### src/hdl/bpu_pkg.sv
package bpu_pkg;

    typedef logic [31:0] addr_t;
    typedef logic [31:0] wb_data_t;
    typedef logic [1:0]  wb_adr_t;

    localparam int TAG_BITS = 30;             // pc[31:2]
    localparam addr_t FETCH_BYTES = 32'd8;    // two slots per packet

    // update register map
    localparam wb_adr_t UPD_ADR_PC   = 2'd0;
    localparam wb_adr_t UPD_ADR_DEST = 2'd1;
    localparam wb_adr_t UPD_ADR_CTRL = 2'd2;  // write commits the report

    localparam int CTRL_TAKEN_BIT = 0;
    localparam int CTRL_JUMP_BIT  = 1;

endpackage

### src/hdl/lutram_dp.sv
`timescale 1ns/1ns

module lutram_dp #(
    parameter int ADDR_BITS = 4,
    parameter int STRB_BITS = 1,
    parameter type word_t = logic [31:0]
) (
    input  logic                 clk,
    input  logic [ADDR_BITS-1:0] rd_addr,
    output word_t                rd_data,
    input  logic                 rw_en,
    input  logic [ADDR_BITS-1:0] rw_addr,
    input  logic [STRB_BITS-1:0] rw_strb,
    input  word_t                rw_wdata,
    output word_t                rw_rdata
);
    localparam int WORD_BITS = $bits(word_t);
    localparam int LANE_BITS = WORD_BITS / STRB_BITS;
    localparam int DEPTH     = 2 ** ADDR_BITS;

    logic [WORD_BITS-1:0] mem [DEPTH];
    logic [WORD_BITS-1:0] wdata_bits;

    assign wdata_bits = rw_wdata;

    // both ports read asynchronously
    assign rd_data  = word_t'(mem[rd_addr]);
    assign rw_rdata = word_t'(mem[rw_addr]);

    always_ff @(posedge clk) begin
        if (rw_en) begin
            for (int i = 0; i < STRB_BITS; i++) begin
                if (rw_strb[i]) begin
                    mem[rw_addr][i*LANE_BITS +: LANE_BITS] <=
                        wdata_bits[i*LANE_BITS +: LANE_BITS];   // lane write
                end
            end
        end
    end

endmodule

### src/hdl/plru_tree.sv
`timescale 1ns/1ns

module plru_tree #(
    parameter int ASSOCIATIVITY = 2,
    parameter int SET_NUM       = 16,
    localparam int INDEX_BITS   = $clog2(SET_NUM),
    localparam int WAY_BITS     = $clog2(ASSOCIATIVITY)
) (
    input  logic                  clk,
    input  logic                  rst,
    input  logic                  touch_en,
    input  logic [INDEX_BITS-1:0] touch_set,
    input  logic [WAY_BITS-1:0]   touch_way,
    input  logic [INDEX_BITS-1:0] victim_set,
    output logic [WAY_BITS-1:0]   victim_way
);
    localparam int NODES = ASSOCIATIVITY - 1;

    logic [NODES-1:0] tree [SET_NUM];
    logic [NODES-1:0] touched;

    // point each node on the path away from way
    function automatic logic [NODES-1:0] touch_bits(input logic [NODES-1:0] cur,
                                                    input logic [WAY_BITS-1:0] way);
        logic [NODES-1:0] nxt;
        int               node;
        logic             dir;
        nxt  = cur;
        node = 0;
        for (int l = 0; l < WAY_BITS; l++) begin
            dir       = way[WAY_BITS-1-l];
            nxt[node] = ~dir;
            node      = 2 * node + 1 + int'(dir);   // heap order
        end
        return nxt;
    endfunction

    function automatic logic [WAY_BITS-1:0] find_victim(input logic [NODES-1:0] cur);
        logic [WAY_BITS-1:0] way;
        int                  node;
        way  = '0;
        node = 0;
        for (int l = 0; l < WAY_BITS; l++) begin
            way[WAY_BITS-1-l] = cur[node];   // 0 goes left
            node              = 2 * node + 1 + int'(cur[node]);
        end
        return way;
    endfunction

    assign touched    = touch_bits(tree[touch_set], touch_way);
    assign victim_way = find_victim(tree[victim_set]);

    always_ff @(posedge clk) begin
        if (rst) begin
            for (int s = 0; s < SET_NUM; s++) begin
                tree[s] <= '0;
            end
        end else if (touch_en) begin
            tree[touch_set] <= touched;
        end
    end

    a_touch_way_known: assert property (@(posedge clk) disable iff (rst)
        touch_en |-> !$isunknown(touch_way));

endmodule

### src/hdl/bht_update_wb.sv
`timescale 1ns/1ns

module bht_update_wb (
    input  logic              clk,
    input  logic              rst,
    input  logic              ready,
    input  logic              wb_cyc,
    input  logic              wb_stb,
    input  logic              wb_we,
    input  bpu_pkg::wb_adr_t  wb_adr,
    input  bpu_pkg::wb_data_t wb_dat_w,
    output bpu_pkg::wb_data_t wb_dat_r,
    output logic              wb_ack,
    output logic              upd_valid,
    output bpu_pkg::addr_t    upd_pc,
    output bpu_pkg::addr_t    upd_dest,
    output logic              upd_taken,
    output logic              upd_jump
);
    import bpu_pkg::*;

    addr_t    pc_q;
    addr_t    dest_q;
    wb_data_t ctrl_q;
    logic     accept;

    // held off while the table is sweeping
    assign accept = wb_cyc & wb_stb & ready & ~wb_ack;

    always_ff @(posedge clk) begin
        if (rst) begin
            wb_ack    <= 1'b0;
            upd_valid <= 1'b0;
        end else begin
            wb_ack    <= accept;
            upd_valid <= accept & wb_we & (wb_adr == UPD_ADR_CTRL);   // lines up with ack
        end
    end

    always_ff @(posedge clk) begin
        if (accept && wb_we) begin
            case (wb_adr)
                UPD_ADR_PC:   pc_q   <= wb_dat_w;
                UPD_ADR_DEST: dest_q <= wb_dat_w;
                UPD_ADR_CTRL: ctrl_q <= wb_dat_w;
                default:      ctrl_q <= ctrl_q;
            endcase
        end
        if (accept) begin
            case (wb_adr)
                UPD_ADR_PC:   wb_dat_r <= pc_q;
                UPD_ADR_DEST: wb_dat_r <= dest_q;
                UPD_ADR_CTRL: wb_dat_r <= ctrl_q;
                default:      wb_dat_r <= '0;
            endcase
        end
    end

    assign upd_pc    = pc_q;
    assign upd_dest  = dest_q;
    assign upd_taken = ctrl_q[CTRL_TAKEN_BIT];
    assign upd_jump  = ctrl_q[CTRL_JUMP_BIT];

    a_single_ack: assert property (@(posedge clk) disable iff (rst)
        wb_ack |=> !wb_ack);

endmodule

### src/hdl/bht.sv
`timescale 1ns/1ns

module bht #(
    parameter int ASSOCIATIVITY = 2,
    parameter int SET_NUM       = 16,
    parameter int BH_BITS       = 2
) (
    input  logic           clk,
    input  logic           rst,
    input  logic           fetch_valid,
    input  bpu_pkg::addr_t fetch_pc,
    input  logic           upd_valid,
    input  bpu_pkg::addr_t upd_pc,
    input  bpu_pkg::addr_t upd_dest,
    input  logic           upd_taken,
    input  logic           upd_jump,
    output logic           ready,
    output logic           hit,
    output logic           hit_slot,
    output logic           is_jump,
    output logic           dir_taken,
    output bpu_pkg::addr_t target
);
    import bpu_pkg::*;

    localparam int COUNTER_BITS = 2;
    localparam int INDEX_BITS   = $clog2(SET_NUM);
    localparam int WAY_BITS     = $clog2(ASSOCIATIVITY);
    localparam int LINE_BITS    = INDEX_BITS + WAY_BITS;
    localparam int HIST_ENTRIES = 2 ** BH_BITS;

    typedef logic [TAG_BITS-1:0]     tag_t;
    typedef logic [INDEX_BITS-1:0]   index_t;
    typedef logic [WAY_BITS-1:0]     way_t;
    typedef logic [LINE_BITS-1:0]    line_addr_t;
    typedef logic [BH_BITS-1:0]      bhr_t;
    typedef logic [COUNTER_BITS-1:0] counter_t;

    typedef struct packed {
        logic valid;
        logic is_jump;
        tag_t tag;
    } meta_t;

    typedef meta_t [ASSOCIATIVITY-1:0] meta_set_t;

    typedef struct packed {
        addr_t target;
        bhr_t  bhr;
    } line_t;

    typedef counter_t [HIST_ENTRIES-1:0] counters_t;

    index_t     fetch_set, upd_set, meta_addr;
    tag_t       tag_slot0, tag_slot1, upd_tag;
    addr_t      pc_plus4;
    meta_set_t  pred_meta, upd_meta, meta_wdata;
    line_t      pred_line, upd_line, line_wdata;
    counters_t  pred_cnt, upd_cnt, cnt_wdata;
    logic       hit0, hit1, jump0, jump1, upd_hit;
    way_t       way0, way1, hit_way, upd_hit_way, victim_way, upd_way;
    counter_t   old_cnt, new_cnt;
    logic [ASSOCIATIVITY-1:0] meta_strb;
    logic [HIST_ENTRIES-1:0]  cnt_strb;
    logic       meta_en, line_en;
    line_addr_t line_addr;
    logic       init_busy;
    line_addr_t init_cnt;

    assign fetch_set = fetch_pc[3 +: INDEX_BITS];
    assign pc_plus4  = fetch_pc + 32'd4;
    assign tag_slot0 = fetch_pc[31:2];
    assign tag_slot1 = pc_plus4[31:2];

    always_comb begin
        hit0  = 1'b0;
        hit1  = 1'b0;
        way0  = '0;
        way1  = '0;
        jump0 = 1'b0;
        jump1 = 1'b0;
        for (int w = 0; w < ASSOCIATIVITY; w++) begin
            if (pred_meta[w].valid && pred_meta[w].tag == tag_slot0) begin
                hit0  = 1'b1;
                way0  = way_t'(w);
                jump0 = pred_meta[w].is_jump;
            end
            if (pred_meta[w].valid && pred_meta[w].tag == tag_slot1) begin
                hit1  = 1'b1;
                way1  = way_t'(w);
                jump1 = pred_meta[w].is_jump;
            end
        end
    end

    // slot 0 wins when both hit
    assign hit       = ready & (hit0 | hit1);
    assign hit_slot  = ~hit0 & hit1;
    assign hit_way   = hit0 ? way0 : way1;
    assign is_jump   = hit0 ? jump0 : jump1;
    assign target    = pred_line.target;
    assign dir_taken = pred_cnt[pred_line.bhr][COUNTER_BITS-1];

    assign upd_set = upd_pc[3 +: INDEX_BITS];
    assign upd_tag = upd_pc[31:2];

    always_comb begin
        upd_hit     = 1'b0;
        upd_hit_way = '0;
        for (int w = 0; w < ASSOCIATIVITY; w++) begin
            if (upd_meta[w].valid && upd_meta[w].tag == upd_tag) begin
                upd_hit     = 1'b1;
                upd_hit_way = way_t'(w);
            end
        end
    end

    assign upd_way = upd_hit ? upd_hit_way : victim_way;
    assign old_cnt = upd_cnt[upd_line.bhr];

    // two-bit saturating step
    always_comb begin
        if (upd_taken) begin
            new_cnt = (old_cnt == '1) ? old_cnt : old_cnt + 1'b1;
        end else begin
            new_cnt = (old_cnt == '0) ? old_cnt : old_cnt - 1'b1;
        end
    end

    always_comb begin
        meta_addr = upd_set;
        line_addr = {upd_set, upd_way};
        meta_en   = upd_valid & ~upd_hit;   // install only
        line_en   = upd_valid;
        meta_strb = ASSOCIATIVITY'(1) << victim_way;
        cnt_strb  = upd_hit ? (HIST_ENTRIES'(1) << upd_line.bhr) : '1;
        for (int w = 0; w < ASSOCIATIVITY; w++) begin
            meta_wdata[w] = '{valid: 1'b1, is_jump: upd_jump, tag: upd_tag};
        end
        line_wdata.target = upd_hit ? upd_line.target : upd_dest;
        line_wdata.bhr    = upd_hit ? bhr_t'({upd_line.bhr, upd_taken}) : '0;
        cnt_wdata         = upd_hit ? {HIST_ENTRIES{new_cnt}} : '1;
        if (init_busy) begin
            meta_addr  = init_cnt[WAY_BITS +: INDEX_BITS];
            line_addr  = init_cnt;
            meta_en    = 1'b1;
            line_en    = 1'b1;
            meta_strb  = ASSOCIATIVITY'(1) << init_cnt[WAY_BITS-1:0];
            cnt_strb   = '1;
            meta_wdata = '0;
            line_wdata = '0;
            cnt_wdata  = '1;   // strongly taken start
        end
    end

    // one entry per cycle after reset
    always_ff @(posedge clk) begin
        if (rst) begin
            init_busy <= 1'b1;
            init_cnt  <= '0;
        end else if (init_busy) begin
            init_cnt <= init_cnt + 1'b1;
            if (init_cnt == '1) begin
                init_busy <= 1'b0;
            end
        end
    end

    assign ready = ~init_busy;

    lutram_dp #(
        .ADDR_BITS(INDEX_BITS),
        .STRB_BITS(ASSOCIATIVITY),
        .word_t   (meta_set_t)
    ) u_meta_ram (
        .clk     (clk),
        .rd_addr (fetch_set),
        .rd_data (pred_meta),
        .rw_en   (meta_en),
        .rw_addr (meta_addr),
        .rw_strb (meta_strb),
        .rw_wdata(meta_wdata),
        .rw_rdata(upd_meta)
    );

    lutram_dp #(
        .ADDR_BITS(LINE_BITS),
        .STRB_BITS(1),
        .word_t   (line_t)
    ) u_line_ram (
        .clk     (clk),
        .rd_addr ({fetch_set, hit_way}),
        .rd_data (pred_line),
        .rw_en   (line_en),
        .rw_addr (line_addr),
        .rw_strb (1'b1),
        .rw_wdata(line_wdata),
        .rw_rdata(upd_line)
    );

    lutram_dp #(
        .ADDR_BITS(LINE_BITS),
        .STRB_BITS(HIST_ENTRIES),
        .word_t   (counters_t)
    ) u_counter_ram (
        .clk     (clk),
        .rd_addr ({fetch_set, hit_way}),
        .rd_data (pred_cnt),
        .rw_en   (line_en),
        .rw_addr (line_addr),
        .rw_strb (cnt_strb),
        .rw_wdata(cnt_wdata),
        .rw_rdata(upd_cnt)
    );

    plru_tree #(
        .ASSOCIATIVITY(ASSOCIATIVITY),
        .SET_NUM      (SET_NUM)
    ) u_plru (
        .clk       (clk),
        .rst       (rst),
        .touch_en  (hit & fetch_valid),
        .touch_set (fetch_set),
        .touch_way (hit_way),
        .victim_set(upd_set),
        .victim_way(victim_way)
    );

    a_no_update_in_init: assert property (@(posedge clk) disable iff (rst)
        upd_valid |-> ready);

endmodule

### src/hdl/next_pc_select.sv
`timescale 1ns/1ns

module next_pc_select (
    input  logic           clk,
    input  logic           rst,
    input  logic           fetch_valid,
    input  bpu_pkg::addr_t fetch_pc,
    input  logic           hit,
    input  logic           hit_slot,
    input  logic           is_jump,
    input  logic           dir_taken,
    input  bpu_pkg::addr_t target,
    output logic           pred_valid,
    output logic           pred_taken,
    output logic           pred_slot,
    output bpu_pkg::addr_t pred_next_pc
);
    import bpu_pkg::*;

    logic  taken;
    addr_t next_pc;

    assign taken   = hit & (is_jump | dir_taken);
    assign next_pc = taken ? target : fetch_pc + FETCH_BYTES;   // fall through a packet

    always_ff @(posedge clk) begin
        if (rst) begin
            pred_valid <= 1'b0;
        end else begin
            pred_valid <= fetch_valid;
        end
    end

    always_ff @(posedge clk) begin
        pred_taken   <= taken;
        pred_slot    <= hit_slot;
        pred_next_pc <= next_pc;
    end

endmodule

### src/hdl/bpu_top.sv
`timescale 1ns/1ns

module bpu_top #(
    parameter int ASSOCIATIVITY = 2,
    parameter int SET_NUM       = 16,
    parameter int BH_BITS       = 2
) (
    input  logic              clk,
    input  logic              rst,
    input  logic              fetch_valid,
    input  bpu_pkg::addr_t    fetch_pc,
    input  logic              wb_cyc,
    input  logic              wb_stb,
    input  logic              wb_we,
    input  bpu_pkg::wb_adr_t  wb_adr,
    input  bpu_pkg::wb_data_t wb_dat_w,
    output bpu_pkg::wb_data_t wb_dat_r,
    output logic              wb_ack,
    output logic              bpu_ready,
    output logic              pred_valid,
    output logic              pred_taken,
    output logic              pred_slot,
    output bpu_pkg::addr_t    pred_next_pc
);
    import bpu_pkg::*;

    logic  upd_valid, upd_taken, upd_jump;
    addr_t upd_pc, upd_dest;
    logic  hit, hit_slot, is_jump, dir_taken;
    addr_t target;

    bht_update_wb u_update (
        .clk      (clk),
        .rst      (rst),
        .ready    (bpu_ready),
        .wb_cyc   (wb_cyc),
        .wb_stb   (wb_stb),
        .wb_we    (wb_we),
        .wb_adr   (wb_adr),
        .wb_dat_w (wb_dat_w),
        .wb_dat_r (wb_dat_r),
        .wb_ack   (wb_ack),
        .upd_valid(upd_valid),
        .upd_pc   (upd_pc),
        .upd_dest (upd_dest),
        .upd_taken(upd_taken),
        .upd_jump (upd_jump)
    );

    bht #(
        .ASSOCIATIVITY(ASSOCIATIVITY),
        .SET_NUM      (SET_NUM),
        .BH_BITS      (BH_BITS)
    ) u_bht (
        .clk        (clk),
        .rst        (rst),
        .fetch_valid(fetch_valid),
        .fetch_pc   (fetch_pc),
        .upd_valid  (upd_valid),
        .upd_pc     (upd_pc),
        .upd_dest   (upd_dest),
        .upd_taken  (upd_taken),
        .upd_jump   (upd_jump),
        .ready      (bpu_ready),
        .hit        (hit),
        .hit_slot   (hit_slot),
        .is_jump    (is_jump),
        .dir_taken  (dir_taken),
        .target     (target)
    );

    next_pc_select u_next_pc (
        .clk         (clk),
        .rst         (rst),
        .fetch_valid (fetch_valid),
        .fetch_pc    (fetch_pc),
        .hit         (hit),
        .hit_slot    (hit_slot),
        .is_jump     (is_jump),
        .dir_taken   (dir_taken),
        .target      (target),
        .pred_valid  (pred_valid),
        .pred_taken  (pred_taken),
        .pred_slot   (pred_slot),
        .pred_next_pc(pred_next_pc)
    );

endmodule

### config.mk
export PLATFORM = sky130hd
export DESIGN_NAME = bpu_top
export DESIGN_NICKNAME = d
export VERILOG_FILES = /design/src/hdl/bpu_pkg.sv /design/src/hdl/lutram_dp.sv /design/src/hdl/plru_tree.sv /design/src/hdl/bht_update_wb.sv /design/src/hdl/bht.sv /design/src/hdl/next_pc_select.sv /design/src/hdl/bpu_top.sv
export SDC_FILE = /design/constraint.sdc
export NUM_CORES = 2
export LEC_CHECK = 0
export BUFFER_PORTS_ARGS = -buffer_cell sky130_fd_sc_hd__clkbuf_2
export CORE_MARGIN = 1
export CORE_UTILIZATION = 35
export DETAILED_ROUTE_END_ITERATION = 8
export PLACE_DENSITY_LB_ADDON = 0.3
export SLEW_MARGIN = 15
export SYNTH_ARGS = -nofsm -noshare
export SYNTH_HDL_FRONTEND = slang
export SYNTH_HIERARCHICAL = 1
export SYNTH_SLANG_ARGS = --single-unit
export TNS_END_PERCENT = 5
### constraint.sdc
create_clock -name clk -period 13.4 [get_ports clk]
set_clock_uncertainty 0.2 [all_clocks]
set_input_delay 0.67 -clock clk [delete_from_list [all_inputs] [get_ports clk]]
set_output_delay 0.67 -clock clk [all_outputs]
set_load 0.1 [all_outputs]
; ---- Word-level counts from Yosys, hierarchy flattened
; Memory sizes are Yosys's and may differ from the RTL's. A register that Yosys moved wholly into a read port is not among the register bits.
; Index checks and enable logic that the tools add are counted.
[totals]
ff_bits = 171
ram_bits = 2384
input_bits = 72
out_inout_bits = 69
word_cells = 135
n_memories = 4
[mem_list]
columns = name, depth, word_bits, read_ports, rd_clocked_by_memory_dff, wr, line
row1 = u_bht.u_line_ram.mem, 32, 34, 2, 0, 1, lutram_dp.sv:21  ; logic [WORD_BITS-1:0] mem [DEPTH];
row2 = u_bht.u_meta_ram.mem, 16, 64, 2, 0, 1, lutram_dp.sv:21
row3 = u_bht.u_counter_ram.mem, 32, 8, 2, 0, 1, lutram_dp.sv:21
row4 = u_bht.u_plru.tree, 16, 1, 1, 1, 16, plru_tree.sv:19  ; logic [NODES-1:0] tree [SET_NUM];
[classes]
addsub = 5
n_lt_le_gt_ge = 2
n_eq_ne = 10
n_shift = 3
mux = 69
bitwise_logic = 17
n_reduce_logical = 13
[op_table]
columns = operator, n
row1 = $eq 30x30->1, 6
row2 = $pmux 32 s3, 1
row3 = $mux 32, 2
row4 = $mux 64, 1
row5 = $mux 1, 47
row6 = $mux 34, 1
row7 = $add 32x3->32 const B, 1
row8 = $add 32x4->32 const B, 1
row9 = $mux 4, 5
row10 = $mux 8, 2
row11 = $mux 2, 7
row12 = $and 1x1->1, 10
row13 = $bmux 2 s2, 2
row14 = $logic_and 1x1->1, 7
row15 = $lt 2x3->1 const B, 2
row16 = $reduce_and 2->1, 3
row17 = $add 5x1->5 const B, 1
row18 = $eq 5x5->1 const B, 1
row19 = $mux 5, 1
row20 = $not 1->1, 5
row21 = $eq 2x2->1 const B, 2
row22 = $logic_not 2->1, 2
row23 = $shl 1x1->2 const A, 2
row24 = $shl 1x2->4 const A, 1
row25 = other kinds (5), 6

; ---- Depth between registers and ports, before layout
; An unclocked memory read counts as a cell.
[depth]
depth_word = 16
mapped_depth = 28
mapped_depth_nobuf = 21

; ---- Hierarchy
; The synthesis kept the hierarchy.
[by_module_without_submodules]
columns = module, n_inst, cells_per_inst, area_per_inst_um2, seq_area_each_um2
row1 = lutram_dp (u_bht.u_line_ram), 1, 2912, 50144.3, 32671.3
row2 = lutram_dp (u_bht.u_meta_ram), 1, 2148, 45842.7, 30749.5
row3 = lutram_dp (u_bht.u_counter_ram), 1, 667, 12251.8, 7687.4
row4 = bht_update_wb, 1, 215, 4664.5, 3883.7
row5 = bht, 1, 630, 4398.0, 120.1
row6 = next_pc_select, 1, 204, 1720.4, 700.7
row7 = plru_tree, 1, 75, 922.1, 480.5

; ---- Least setup slack after synthesis
; Ideal clock, no wire load.
[synth_timing]
kind = register to register
start = reg u_bht.init_busy
end = mem u_bht/u_counter_ram/mem[0][0] (netlist bit), data pin
arrival_time_ns = 11.397
required_ns = 12.003
setup_slack_ns = 0.606
stages_incl_launch_ff = 26
path_buffers = 7
synth_period_minus_slack_ns = 12.794
path_cell_list = dfxtp_1 > clkbuf_1 > nor2b_1 > a21o_1 > buf_2 > buf_2 > clkbuf_1 > mux4_2 > a22oi_1 > nand2_1 > xor2_1 > or4b_2 > nor4b_1 > nand4_1 > nand2_1 > a31oi_1 > buf_6 > buf_6 > buf_2 > mux4_2 > a22oi_1 > nand4_1 > mux4_2 > inv_1 > a21oi_1 > o21ai_0
[synth_rtl]
columns = element, line
row1 = from (decl), bht.sv:67  ; logic init_busy;
row2 = from (signal assigned), bht.sv:159  ; init_busy <= 1'b1;
row3 = from (signal assigned), bht.sv:164  ; init_busy <= 1'b0;
row4 = to (decl), lutram_dp.sv:21

==> run_results.csv <==
group,metric,value,unit
run_status,outcome,"finished, final reports clean",
place,placed_area,125000,um2
sta,worst_pin_slew,1260,ps
flow_run,drv_cap,0,
layout,area_growth,13.3,%
floorplanning,core_area,337000,um2
routing,num_vias,72400,
layout,mostFrequentLayoutCell,"edfxtp_1",
layout,seqCellArea,76300,um2
layout,nets,7041,
global_route,track_usage,0.233,
critical_path,crit_type,"reg -> reg",
power_and_ir_drop,p_per_area,132,nW/um2
layout,nFillCells,30100,
place,place_congestion,0.895,
global_route,grt_pass1_vias,72900,
sta,final-setup-viol-count,0,
sta,final_max_slew_viol_count,0,
routing,wire_per_inst,34.6,um
sta,fin_tns_setup,0,ps
floorplanning,design.portCount,141,
global_route,grt-ovfl-total,0,
sta,fmax,91.8,MHz
clocking,cts_buffer_depth,4,
global_route,antenna_found_initial,34,
routing,dr.pass1.iters,6,
routing,finalWirelength,405,mm
routing,drc,0,
routing,drt_iter0_drc,9118,
critical_path,endpoint_kind,"flop",
power_and_ir_drop,p_total,17.7,mW
floorplanning,start_util,0.352,
min_path,hp-class,"in -> reg",
clocking,insertion_delay,890,ps
floorplanning,design.die.area,342000,um2
logic_synthesis,synthCells,6793,
layout,multi_input_area,40500,um2
clocking,cts-resized-gates,0,
layout,drive_gt1_frac,0.253,
routing,antenna_left,0,
logic_synthesis,ys_warn_count,6,
place,dp_hpwl,238,mm
clocking,cts-root-buf,"clkbuf_16",
power_and_ir_drop,power.leakage,43.3,nW
clocking,htree_levels,5,
floorplanning,die_h,585,um
critical_path,cp_top_family,"compound AO/OA/AOI/OAI gates",
layout,layout_common_cells,"edfxtp_1 (2512), mux4_2 (877), mux2i_1 (619)",
global_route,grt_max_degree,124,
critical_path,path_buf_inv,6,
clocking,cts_tree,"done",
power_and_ir_drop,peakVddDrop,0.152,mV
sta,slew_headroom,0.156,
routing,vias_per_cell,6.17,
sta,finalCritPeriodShare,0.813,
sta,hold_viol,0,
critical_path,cp-start-kind,"flop",
clocking,cts_made_buffers,279,
logic_synthesis,netlist_area,119000,um2
logic_synthesis,avgSynthCellArea,17.5,um2
critical_path,path_cells,"nor2b_2 > buf_4 > a21o_1 > nor2b_4 > buf_4 > buf_4 > a22oi_1 > nand2_1 > xor2_1 > nand3b_1 > a2111oi_0 > nand4_1 > a31oi_4 > buf_12 > mux4_2 > a22oi_1 > nand4_1 > mux4_2 > inv_1 > a21oi_1 > o21ai_4 > buf_12",
critical_path,cp_common_cell,"buf_4",
global_route,grt_pass1_wl,561,mm
critical_path,required,13780,ps
critical_path,max_stage_delay,930,ps
sta,fin_crit,10900,ps
place,port_buffers,140,
critical_path,worst-path-max-fanout,88,
clocking,path_clk_slew,60,ps
layout,final_area,135000,um2
critical_path,cpMaxStageDelayCell,"edfxtp_1",
floorplanning,dieWidth,585,um
clocking,cts.sinks,2555,
floorplanning,row_count,213,
critical_path,critPathArrivalTime,11270,ps
sta,rsz0062_at_grt,"false",
where the power goes:
group | switching, mW | total, mW | internal (mW) | leakage, nW
Clock | 3.20 | 7.60 | 4.39 | 4.33
Sequential | 0.0309 | 8.76 | 8.73 | 23.9
Combinational | 0.876 | 1.36 | 0.479 | 15.0
area by class of cell:
| class | count | share of cell area |
|---|---|---|
| Tap cell | 4515 | 0.0420 |
| Sequential cell | 2555 | 0.567 |
| Timing Repair Buffer | 409 | 0.0232 |
| Inverter | 19 | 0.000530 |
| Antenna cell | 31 | 0.000576 |
| Multi-Input combinational cell | 3701 | 0.301 |
| Clock inverter | 155 | 0.0109 |
| Clock buffer | 337 | 0.0548 |
path summary, 6_finish.rpt:
| kind | from | end | slack (ps) | depth (start not counted) |
|---|---|---|---|---|
| max | u_update/upd_pc[5] | u_bht/u_counter_ram/mem[21][4] | 2510 | 22 |
| max reg2reg | u_update/upd_pc[5] | u_bht/u_counter_ram/mem[21][4] | 2510 | 22 |
| min reg2reg | u_update/ctrl_q[2] | u_update/wb_dat_r[2] | 310 | 1 |
| min | wb_we | u_update/upd_valid | 70 | 2 |
per-stage QoR:
stage | worst slack [ps] | hold WS (ps) | std cells | util
after floorplan | 606 | 290 | 6795 | -
after global placement | 2700 | 311 | 11200 | 0.372
after detailed placement | 2570 | 311 | 11200 | 0.372
after CTS | 2480 | 28.2 | 11700 | 0.399
after global routing | 2330 | 41.1 | 11700 | 0.399
final | 2510 | 72.5 | 11700 | 0.399
flip-flops by register name, indices dropped and copies added (netlist names):
signal                   cells
u_update/upd_pc             32
u_bht/u_counter_ram/mem    256
u_bht/init_busy              1
u_update/wb_dat_r           32
u_bht/u_plru/tree           16
u_bht/u_meta_ram/mem      1024
u_next_pc/pred_taken         1
u_update/upd_valid           1
u_next_pc/pred_next_pc      32
u_bht/init_cnt               5
u_update/ctrl_q             32
u_bht/u_line_ram/mem      1088
u_update/wb_ack              1
u_next_pc/pred_slot          1
u_update/upd_dest           32
u_next_pc/pred_valid         1
repair_timing:
item | 4_1_cts | 5_1_grt
buffers inserted | 0 | 0
hold buffers | 34 | 0
hold endpoints to repair | 95 | 0
setup endpoints to repair | 0 | 0
metal layers:
metal / wire, um / up-vias / GRT usage
met5: 53 / - / 0
met4: 24200 / 8 / 0.128
met3: 36400 / 972 / 0.0413
met2: 197000 / 4233 / 0.386
met1: 148000 / 38400 / 0.288
li1: - / 28700 / -
(Power assumes the default switching activity.)
